`config.mk`:
```
export PLATFORM = sky130hd
export DESIGN_NAME = log_readout
export DESIGN_NICKNAME = d
export VERILOG_FILES = /design/src/axi_log_pkg.sv /design/src/log_readout.sv
export SDC_FILE = /design/constraint.sdc
export NUM_CORES = 1
export LEC_CHECK = 0
export BUFFER_PORTS_ARGS = -buffer_cell sky130_fd_sc_hd__buf_4
export CAP_MARGIN = 0
export CORE_AREA = 5 5 91 93
export CTS_CLUSTER_SIZE = 40
export DETAILED_ROUTE_END_ITERATION = 8
export DIE_AREA = 0 0 96 98
export GPL_TIMING_DRIVEN = 0
export PLACE_DENSITY_LB_ADDON = 0.08
export SLEW_MARGIN = 40
export SYNTH_ARGS = -nofsm -noshare
export SYNTH_HDL_FRONTEND = slang
export SYNTH_SLANG_ARGS = --single-unit
```
`constraint.sdc`:
```
create_clock -name Clk_CI -period 2.25 [get_ports Clk_CI]
set_clock_uncertainty 0.2 [all_clocks]
set_input_delay 0.225 -clock Clk_CI [delete_from_list [all_inputs] [get_ports Clk_CI]]
set_output_delay 0.225 -clock Clk_CI [all_outputs]
set_load 0.05 [all_outputs]
```
`src/axi_log_pkg.sv`:
```
/*
 * Shared widths, depths and field positions for the AXI address-channel logger
 */

`default_nettype none

package axi_log_pkg;

  // AXI request fields
  localparam int ID_W            = 8;
  localparam int ADDR_W          = 32;
  localparam int LEN_W           = 8;

  // Log entry format
  localparam int TS_W            = 32;
  localparam int ENTRY_W         = 96;
  localparam int WORD_W          = 32;
  localparam int WORDS_PER_ENTRY = 3;

  // Log depth per channel, kept small so simulation can fill it
  localparam int NUM_ENTRIES     = 64;
  localparam int IDX_W           = 6;
  // Counts 0 up to NUM_ENTRIES inclusive
  localparam int CNT_W           = 7;
  // Free entries left when the full flag rises
  localparam int FULL_MARGIN     = 16;

  // Entry field positions, bits 95:80 stay zero
  localparam int TS_LO           = 0;
  localparam int TS_HI           = 31;
  localparam int ADDR_LO         = 32;
  localparam int ADDR_HI         = 63;
  localparam int LEN_LO          = 64;
  localparam int LEN_HI          = 71;
  localparam int ID_LO           = 72;
  localparam int ID_HI           = 79;

  // Software read address, {chan, entry idx, word idx}
  localparam int RD_ADDR_W       = 9;
  localparam int RD_CHAN_BIT     = 8;
  localparam int RD_IDX_LO       = 2;
  localparam int WORD_IDX_W      = 2;

endpackage

`default_nettype wire

```
`src/log_readout.sv`:
```
/*
 * Software readout, 32-bit word port over both channel logs
 */

`default_nettype none

module log_readout
  import axi_log_pkg::*;
(
  input  logic                 Clk_CI,
  input  logic                 arst_n,
  // Software read port
  input  logic                 rd_en,
  input  logic [RD_ADDR_W-1:0] rd_addr,
  output logic [WORD_W-1:0]    rd_data,
  output logic                 rd_valid,
  // Logger side
  output logic                 aw_rd_en,
  output logic                 ar_rd_en,
  output logic [IDX_W-1:0]     rd_entry_idx,
  input  logic [ENTRY_W-1:0]   aw_entry,
  input  logic [ENTRY_W-1:0]   ar_entry
);

  logic                  chan_q;
  logic [WORD_IDX_W-1:0] word_q;
  logic [ENTRY_W-1:0]    entry_sel;

  // Steer the read to one log
  assign aw_rd_en     = rd_en & ~rd_addr[RD_CHAN_BIT];
  assign ar_rd_en     = rd_en & rd_addr[RD_CHAN_BIT];
  assign rd_entry_idx = rd_addr[RD_IDX_LO +: IDX_W];

  // Track channel and word alongside the memory read
  always_ff @(posedge Clk_CI or negedge arst_n) begin
    if (!arst_n) begin
      rd_valid <= 1'b0;
      chan_q   <= 1'b0;
      word_q   <= '0;
    end else begin
      rd_valid <= rd_en;
      if (rd_en) begin
        chan_q <= rd_addr[RD_CHAN_BIT];
        word_q <= rd_addr[WORD_IDX_W-1:0];
      end
    end
  end

  assign entry_sel = chan_q ? ar_entry : aw_entry;

  // Word select, index past the entry reads zero
  always_comb begin
    rd_data = '0;
    if (word_q < WORD_IDX_W'(WORDS_PER_ENTRY)) begin
      rd_data = entry_sel[WORD_W*word_q +: WORD_W];
    end
  end

endmodule

`default_nettype wire

```
==> results.json, run 1 <==
{
  "status": "finished, final reports clean",
  "grt_usage": 0.185,
  "num_rows": 32,
  "drv_cap": 0,
  "start_kind": "flip-flop",
  "path_clk_slew_ns": 0.03,
  "finalCriticalPeriod_ns": 2.18,
  "wl_per_cell_um": 17.4,
  "start_util": 0.237,
  "syn_area_sq_mm": 0.00176,
  "grt_pass1_wl_um": 13800,
  "dp_hpwl_um": 7890,
  "path_max_fanout": 10,
  "antenna_found_initial": 0,
  "drv_slew": 0,
  "grt_pass1_vias": 2821,
  "final-hold-violation-count": 0,
  "drc": 0,
  "drt_iter0_markers": 39,
  "slew_headroom": 0.811,
  "cts_buffers": 3,
  "drive_gt1_frac": 0.692,
  "final_nets": 647,
  "layout.cells.most_common_list": "249 x buf_4, 64 x mux2i_1, 32 x nand2_1, 30 x o221ai_1, 28 x mux2_2",
  "ys_seq_area_frac": 0.0568,
  "ys_warn_count": 0,
  "required_ns": 1.82,
  "synth_seq_cells": 4,
  "crit_path_cell_trace": "buf_6, nand2b_1, clkbuf_4, o221ai_1, buf_4",
  "cts_sinks": 4,
  "grt_overflow": 0,
  "die_w_um": 96,
  "final_common_cell": "buf_4",
  "synth.distinct_cells": 16,
  "cts_tree": "built",
  "hold_ws_ns": 0.0411,
  "die_area_sq_mm": 0.00941,
  "pwr_density_cell_mw_per_mm2": 421,
  "path_class": "reg2out",
  "synth-xor-area-share": 0,
  "wirelength_um": 9470,
  "syn_avg_cell_area_sq_um": 8.90,
  "synth_nets": 402,
  "fmax_mhz": 459,
  "core_sq_mm": 0.00745,
  "peakVddDrop_v": 0.000311,
  "clockBufferDepth": 2,
  "worst_pin_slew_ns": 0.284,
  "synthAdderAreaFrac": 0,
  "die_h_um": 98,
  "leakage_nw": 2.01,
  "postPlaceCellArea_sq_mm": 0.00368,
  "power_mw": 1.59,
  "synth_compound_area_frac": 0.159,
  "yosys.area_share.simple": 0.0845,
  "synth_cells": 198,
  "avgViaCountPerCell": 4.77,
  "place.gp.congestion": 0.767,
  "crit_arrival_ns": 1.75,
  "synthMuxAreaShare": 0.602,
  "ant_nets": 0,
  "worstSkewPairLatency_ns": 0.21,
  "firstDrtPassIters": 4,
  "area_growth_pct": 113,
  "crit_family": "buffers and inverters",
  "crit_path_max_incr_delay_ns": 0.41,
  "setup_viol": 0,
  "cp_num_buf_inv": 3,
  "cp-end-kind": "output port",
  "antenna-diode-count": 0,
  "finish.instance_area_sq_mm": 0.00376,
  "grt_max_degree": 11,
  "synth_top_family_by_area": "multiplexers",
  "vias": 2589,
  "rsz0062_at_grt": "true",
  "portBuffers": 238,
  "cts_root_buffer": "clkbuf_8",
  "fin_crit_sh": 0.968,
  "htree_levels": 1,
  "io_pins": 245,
  "critPathSlowestCell": "dfrtp_1",
  "hold_path.class": "in2reg"
}
-- metrics by stage --
step / setup TNS (ns) / util / setup slack (ns) / std cells
2_1_floorplan: 0 / - / 0.131 / 198
3_3_place_gp: 0 / 0.494 / 0.124 / 538
3_5_place_dp: 0 / 0.494 / 0.134 / 538
4_1_cts: 0 / 0.502 / 0.0271 / 543
5_1_grt: -0.0718 / 0.505 / -0.0223 / 543
6_report: 0 / 0.505 / 0.0714 / 543
-- power breakdown --
part           internal [mW]  total (mW)  switching (mW)
Sequential            0.0788      0.0837         0.00485
Clock                  0.114       0.148          0.0340
Combinational          0.610        1.35           0.743
-- per-layer routing --
layer	track usage	wire length, um
met1	0.194	3340
met4	0.0328	128
met5	0	0
met3	0.0470	1010
met2	0.361	4990
-- sequential cells by signal, indices dropped and copies added, names as in the netlist --
name,count
word_q,2
chan_q,1
rd_valid,1
-- repair_timing --
| action | CTS | global route |
|---|---|---|
| buffers inserted | 0 | 0 |
| endpoints found under the hold margin | 5 | 0 |
| gates resized for setup | 2 | 5 |
| endpoints found under the setup margin | 20 | 12 |
| hold buffers | 2 | 0 |
-- cell usage after synthesis (all sizes together) --
library cell / instances / area [sq um]
nor2b: 1 / 6.26
nand2b: 2 / 12.5
nand2: 32 / 120
dfrtp: 4 / 100
o221ai: 32 / 280
and2: 1 / 6.26
buf: 23 / 154
nor2: 1 / 3.75
mux2i: 64 / 641
clkbuf: 3 / 18.8
mux2: 35 / 420
-- cell families after synthesis --
| family | after synthesis |
|---|---|
| DFF | 4 |
| AOI/OAI and AO/OA | 32 |
| muxes | 99 |
| buffers and inverters | 26 |
| and+or+nand+nor | 37 |
-- area by class of cell --
cell class	count	area [sq um]
sequential	4	100
tap	102	128
buffer	26	180
fill	763	3690
multi-input combinational	168	1510
clock buffer	3	41.3
timing repair buffer	240	1810
-- final timing paths --
| kind | slack (ns) | startpoint | to | cells past startpoint |
|---|---|---|---|---|
| setup / recovery | 0.07 | word_q[1] | rd_data[14] | 5 |
| hold / removal | 0.04 | rd_addr[0] | word_q[0] | 2 |
| min in group asynchronous | 0.14 | arst_n | rd_valid | 2 |
| setup reg to reg | 0.89 | word_q[1] | word_q[1] | 3 |
| hold reg to reg | 0.37 | word_q[0] | word_q[0] | 1 |
| max in group asynchronous | 1.61 | arst_n | word_q[1] | 2 |
No activity file was read; power rests on OpenSTA's default activity.
==> inputs of run 2 (changes only) <==
--- a/config.mk
+++ b/config.mk
@@ -5,12 +5,13 @@
 export SDC_FILE = /design/constraint.sdc
 export NUM_CORES = 1
 export LEC_CHECK = 0
+export ABC_AREA = 1
 export BUFFER_PORTS_ARGS = -buffer_cell sky130_fd_sc_hd__buf_4
 export CAP_MARGIN = 0
-export CORE_AREA = 5 5 91 93
+export CORE_MARGIN = 5
+export CORE_UTILIZATION = 28
 export CTS_CLUSTER_SIZE = 40
 export DETAILED_ROUTE_END_ITERATION = 8
-export DIE_AREA = 0 0 96 98
 export GPL_TIMING_DRIVEN = 0
 export PLACE_DENSITY_LB_ADDON = 0.08
 export SLEW_MARGIN = 40
==> constraint.sdc (replaced) <==
create_clock -name Clk_CI -period 2.3 [get_ports Clk_CI]
set_clock_uncertainty 0.2 [all_clocks]
set_input_delay 0.23 -clock Clk_CI [delete_from_list [all_inputs] [get_ports Clk_CI]]
set_output_delay 0.23 -clock Clk_CI [all_outputs]
set_load 0.05 [all_outputs]
==> results.json, run 2 <==
{
  "hold_path.class": "in2reg",
  "ant_nets": 0,
  "worstSkewPairLatency_ns": 0.22,
  "setup_tns_ns": 0,
  "critPathSlowestCell": "clkbuf_1",
  "drv_cap": 0,
  "largest_reg_flops": 2,
  "wl_per_cell_um": 12.6,
  "num_rows": 35,
  "firstDrtPassIters": 4,
  "peakVddDrop_v": 0.000270,
  "path_clk_slew_ns": 0.03,
  "start_util": 0.287,
  "cts_sinks": 4,
  "vias": 4110,
  "stdcell_count": 977,
  "io_pins": 245,
  "worst_path_most_repeated_cell": "nand2_1",
  "drt_iter0_markers": 159,
  "wl_met3_um": 1010,
  "synth_cells": 605,
  "pwr_density_cell_mw_per_mm2": 362,
  "highest_layer": "met4",
  "path_class": "reg2out",
  "grt_max_degree": 11,
  "path_max_fanout": 10,
  "start_kind": "flip-flop",
  "reg_top3": "word_q x2, chan_q x1, rd_valid x1",
  "clockBufferDepth": 2,
  "final_util": 0.504,
  "die_area_sq_mm": 0.0115,
  "dp_cells": 972,
  "synth.top_cell.area_share": 0.444,
  "fin_crit_sh": 0.933,
  "cts_setup_buffers": 0,
  "slew_headroom": 0.666,
  "die_w_um": 107,
  "cts_tree": "built",
  "synth.top_cells.by_count": "313 x nand2_1, 131 x inv_1, 96 x nand3_1",
  "layout.cells.most_common_list": "313 x nand2_1, 247 x buf_4, 131 x inv_1, 96 x nand3_1, 20 x buf_2",
  "drc": 0,
  "crit_arrival_ns": 1.72,
  "final-hold-violation-count": 0,
  "place_ws_ns": 0.342,
  "grt_pass1_wl_um": 18300,
  "drv_slew": 0,
  "wl_met1_um": 4930,
  "finish.instance_area_sq_mm": 0.00466,
  "htree_levels": 1,
  "avgViaCountPerCell": 4.21,
  "fmax_mhz": 466,
  "final_common_cell": "nand2_1",
  "drive_gt1_frac": 0.346,
  "synth_area_leaders": "nand2_1 44%, inv_1 19%, nand3_1 18%, buf_6 3.8%, buf_2 3.8%",
  "place.gp.congestion": 0.853,
  "final_nets": 1054,
  "ys_seq_area_frac": 0.0378,
  "rsz0062_at_grt": "false",
  "antenna_found_initial": 0,
  "leakage_nw": 3.24,
  "area_growth_pct": 75.9,
  "synth.distinct_cells": 15,
  "worst_pin_slew_ns": 0.502,
  "dr_wl_met2_um": 6170,
  "synth.most_common_cell": "nand2_1",
  "grt_overflow": 0,
  "top_register": "word_q",
  "ys_warn_count": 0,
  "synth_largest_area_cell": "nand2_1",
  "crit_path_cell_trace": "buf_2, inv_1, clkbuf_1, nand2_1, nand2_1, buf_4",
  "synth_nets": 809,
  "dp_hpwl_um": 10100,
  "status": "finished, final reports clean",
  "portBuffers": 238,
  "postSynth.asyncResetShare": 1.00,
  "wirelength_um": 12300,
  "worst_slack_ns": 0.154,
  "cp-end-kind": "output port",
  "finalCriticalPeriod_ns": 2.15,
  "syn_area_sq_mm": 0.00265,
  "crit_path_max_incr_delay_ns": 0.42,
  "grt_usage": 0.195,
  "setup_viol": 0,
  "syn_avg_cell_area_sq_um": 4.38,
  "synth_edf_count": 0,
  "die_h_um": 107,
  "synth-main-ff-cell": "dfrtp_1",
  "grt_pass1_vias": 3838,
  "postPlaceCellArea_sq_mm": 0.00460,
  "cts_buffers": 3,
  "synth_seq_cells": 4,
  "required_ns": 1.87,
  "antenna-diode-count": 0,
  "core_sq_mm": 0.00924,
  "cts_root_buffer": "clkbuf_8"
}
-- run 2: what timing repair did --
item	CTS	global route
setup endpoints to repair	0	1
resized for setup	0	1
hold buffers	2	0
hold endpoints to repair	5	0
-- run 2: critical path, delay by kind of cell (launching register included) --
family	cells	cell delay [ns]
buffers and inverters	4	0.97
DFF	1	0.35
and+or+nand+nor	2	0.18
-- run 2: cell families (layout without fill, tap and decap cells) --
kind of cell / after synthesis / in the layout / synth area share
buffers and inverters: 178 / 421 / 0.306
AO/OA/AOI/OAI: 3 / 3 / 0.00567
flip-flops: 4 / 4 / 0.0378
AND/OR/NAND/NOR: 420 / 420 / 0.650
-- run 2: area by class of cell --
cell class	instances	area, sq um
buffer	45	308
fill	1039	4580
inverter	133	504
multi-input combinational	423	1740
tap	129	161
timing repair buffer	240	1810
sequential	4	100
clock buffer	3	41.3
-- run 2: layer usage --
metal  track usage  up-vias
li1              -     2227
met1         0.238     1720
met2         0.356      149
met3        0.0343       14
met4        0.0384        0
met5             0        -
-- run 2: final timing paths --
path	from	end	slack, ns	depth (start not counted)
worst max-delay path	word_q[1]	rd_data[12]	0.15	6
worst min-delay path	rd_addr[1]	word_q[1]	0.04	3
worst max register to register	word_q[0]	word_q[0]	0.92	5
worst min register to register	word_q[1]	word_q[1]	0.64	3
max in group asynchronous	arst_n	word_q[0]	1.65	2
min in group asynchronous	arst_n	word_q[1]	0.14	2
-- run 2: stage by stage --
stage | power [mW] | hold WS (ns)
after floorplan | 0.979 | -0.266
after global placement | 1.55 | -0.170
after detailed placement | 1.55 | -0.169
after CTS | 1.71 | 0.0422
after global routing | 1.83 | 0.0604
final | 1.69 | 0.0411
-- run 2: where the power goes --
group	leakage, nW	total, mW	switching (mW)	internal [mW]
registers	0.0481	0.0780	0.00157	0.0764
clock network	0.0216	0.146	0.0349	0.111
logic	3.17	1.46	0.882	0.581
total	3.24	1.69	0.918	0.769
==> inputs of run 3 (changes only) <==
==> constraint.sdc (replaced) <==
create_clock -name Clk_CI -period 1.77 [get_ports Clk_CI]
set_clock_uncertainty 0.2 [all_clocks]
set_input_delay 0.177 -clock Clk_CI [delete_from_list [all_inputs] [get_ports Clk_CI]]
set_output_delay 0.177 -clock Clk_CI [all_outputs]
set_load 0.05 [all_outputs]
==> results.json, run 3 (same netlist as run 2, synthesis figures left out) <==
{
  "die_area_sq_mm": 0.0115,
  "dp_hpwl_um": 10100,
  "cts_root_buffer": "clkbuf_8",
  "fin_crit_sh": 1.07,
  "die_w_um": 107,
  "cts_sinks": 4,
  "required_ns": 1.39,
  "top_register": "word_q",
  "worst_slack_ns": -0.118,
  "ant_nets": 0,
  "r2r_end": "chan_q",
  "hp-start": "rd_addr[8]",
  "antenna-diode-count": 0,
  "reg_top3": "word_q x2, chan_q x1, rd_valid x1",
  "portBuffers": 238,
  "final-hold-violation-count": 0,
  "stdcell_count": 984,
  "htree_levels": 1,
  "start_util": 0.287,
  "grt_overflow": 0,
  "min_delay_path_depth": 3,
  "clockBufferDepth": 2,
  "largest_reg_flops": 2,
  "crit_arrival_ns": 1.51,
  "grt_pass1_wl_um": 18700,
  "worstSkewPairLatency_ns": 0.22,
  "die_h_um": 107,
  "antenna_found_initial": 0,
  "cp-end-kind": "output port",
  "final_nets": 1061,
  "avgViaCountPerCell": 4.26,
  "grt_usage": 0.200,
  "failed_checks": "negative setup slack",
  "reg2reg_slack_ns": 0.50,
  "rr_worst_depth": 5,
  "dp_cells": 972,
  "io_pins": 245,
  "hold_ws_ns": 0.0106,
  "drc": 0,
  "path_clk_slew_ns": 0.03,
  "grt_max_degree": 11,
  "finish.instance_area_sq_mm": 0.00504,
  "cts_buffers": 3,
  "n_fill_cell": 1003,
  "hold_path.class": "in2reg",
  "leakage_nw": 3.39,
  "finalCriticalPeriod_ns": 1.89,
  "vias": 4188,
  "pwr_density_cell_mw_per_mm2": 479,
  "wirelength_um": 12700,
  "path_max_fanout": 8,
  "postPlaceCellArea_sq_mm": 0.00460,
  "timing.rr.start": "chan_q",
  "num_rows": 35,
  "drt_iter0_markers": 162,
  "final_util": 0.546,
  "area_growth_pct": 90.4,
  "fmax_mhz": 530,
  "rsz0062_at_grt": "true",
  "path_class": "reg2out",
  "final_common_cell": "nand2_1",
  "hold_end": "chan_q",
  "start_kind": "flip-flop",
  "status": "finished, violations left",
  "layout.cells.most_common_list": "308 x nand2_1, 222 x buf_4, 130 x inv_1, 95 x nand3_1, 37 x buf_6",
  "drv_cap": 0,
  "core_sq_mm": 0.00924,
  "setup_viol": 32,
  "wl_per_cell_um": 12.9,
  "peakVddDrop_v": 0.000364,
  "place.gp.congestion": 0.853,
  "worst_pin_slew_ns": 0.243,
  "drive_gt1_frac": 0.364,
  "firstDrtPassIters": 4,
  "drv_slew": 0,
  "cts_tree": "built",
  "grt_pass1_vias": 3948,
  "slew_headroom": 0.838
}
run 3: cell types whose count changed in the layout (fill, tap and decap cells not counted), sizes merged:
cell / previous run / this run
clkbuf: 7 / 12
dlygate4sd3: 2 / 4
run 3: through the flow:
step,setup TNS [ns],total power [mW],worst slack [ns]
2_1_floorplan,0,1.27,0.0961
3_3_place_gp,-2.12,2.01,-0.124
3_5_place_dp,-2.46,2.02,-0.135
4_1_cts,-3.76,2.36,-0.137
5_1_grt,-5.55,2.60,-0.193
6_report,-3.17,2.42,-0.118
run 3: cell type report:
| type | count | area, sq um | area share |
|---|---|---|---|
| multi-input combinational | 423 | 1750 | 0.348 |
| inverter | 133 | 507 | 0.101 |
| buffer | 43 | 388 | 0.0769 |
| tap | 129 | 161 | 0.0320 |
| clock buffer | 3 | 41.3 | 0.00819 |
| sequential | 4 | 101 | 0.0201 |
| timing repair buffer | 249 | 2090 | 0.414 |
run 3: worst max-delay path by stage:
stage	startpoint	slack (ns)	end	depth (start not counted)
finish	chan_q	-0.12	rd_data[22]	9
global route	chan_q	-0.19	rd_data[27]	9
CTS	chan_q	-0.14	rd_data[31]	10
detailed placement	word_q[1]	-0.14	rd_data[12]	6
global placement	word_q[1]	-0.12	rd_data[12]	6
floorplan	chan_q	0.1	rd_data[12]	8
run 3: worst max-delay path: stages, from the launching register on:
cell and delay, ns:
dfrtp_1 0.37, buf_6 0.15, inv_8 0.08, buf_12 0.14
clkbuf_16 0.14, nand2_1 0.05, nand2_1 0.05, nand3_1 0.06
nand2_1 0.09, buf_6 0.16
run 3: per-layer routing:
| layer | GRT usage | part of all wire | vias up |
|---|---|---|---|
| li1 | - | - | 2246 |
| met1 | 0.242 | 0.40 | 1777 |
| met2 | 0.367 | 0.50 | 155 |
| met3 | 0.0361 | 0.083 | 10 |
| met4 | 0.0356 | 0.012 | 0 |
| met5 | 0 | 0 | - |
run 3: timing repair:
item                                    in CTS  in global routing
endpoints found under the hold margin        7                  0
gates resized for setup                     49                 29
endpoints found under the setup margin      32                 32
cloned                                       1                  3
setup buffers                                3                  0
hold buffers                                 4                  0
pin swaps                                    3                 11
run 3: power by group:
part / switching [mW] / internal [mW]
clock network: 0.0464 / 0.145
logic: 1.19 / 0.925
registers: 0.00588 / 0.0998
total: 1.25 / 1.17
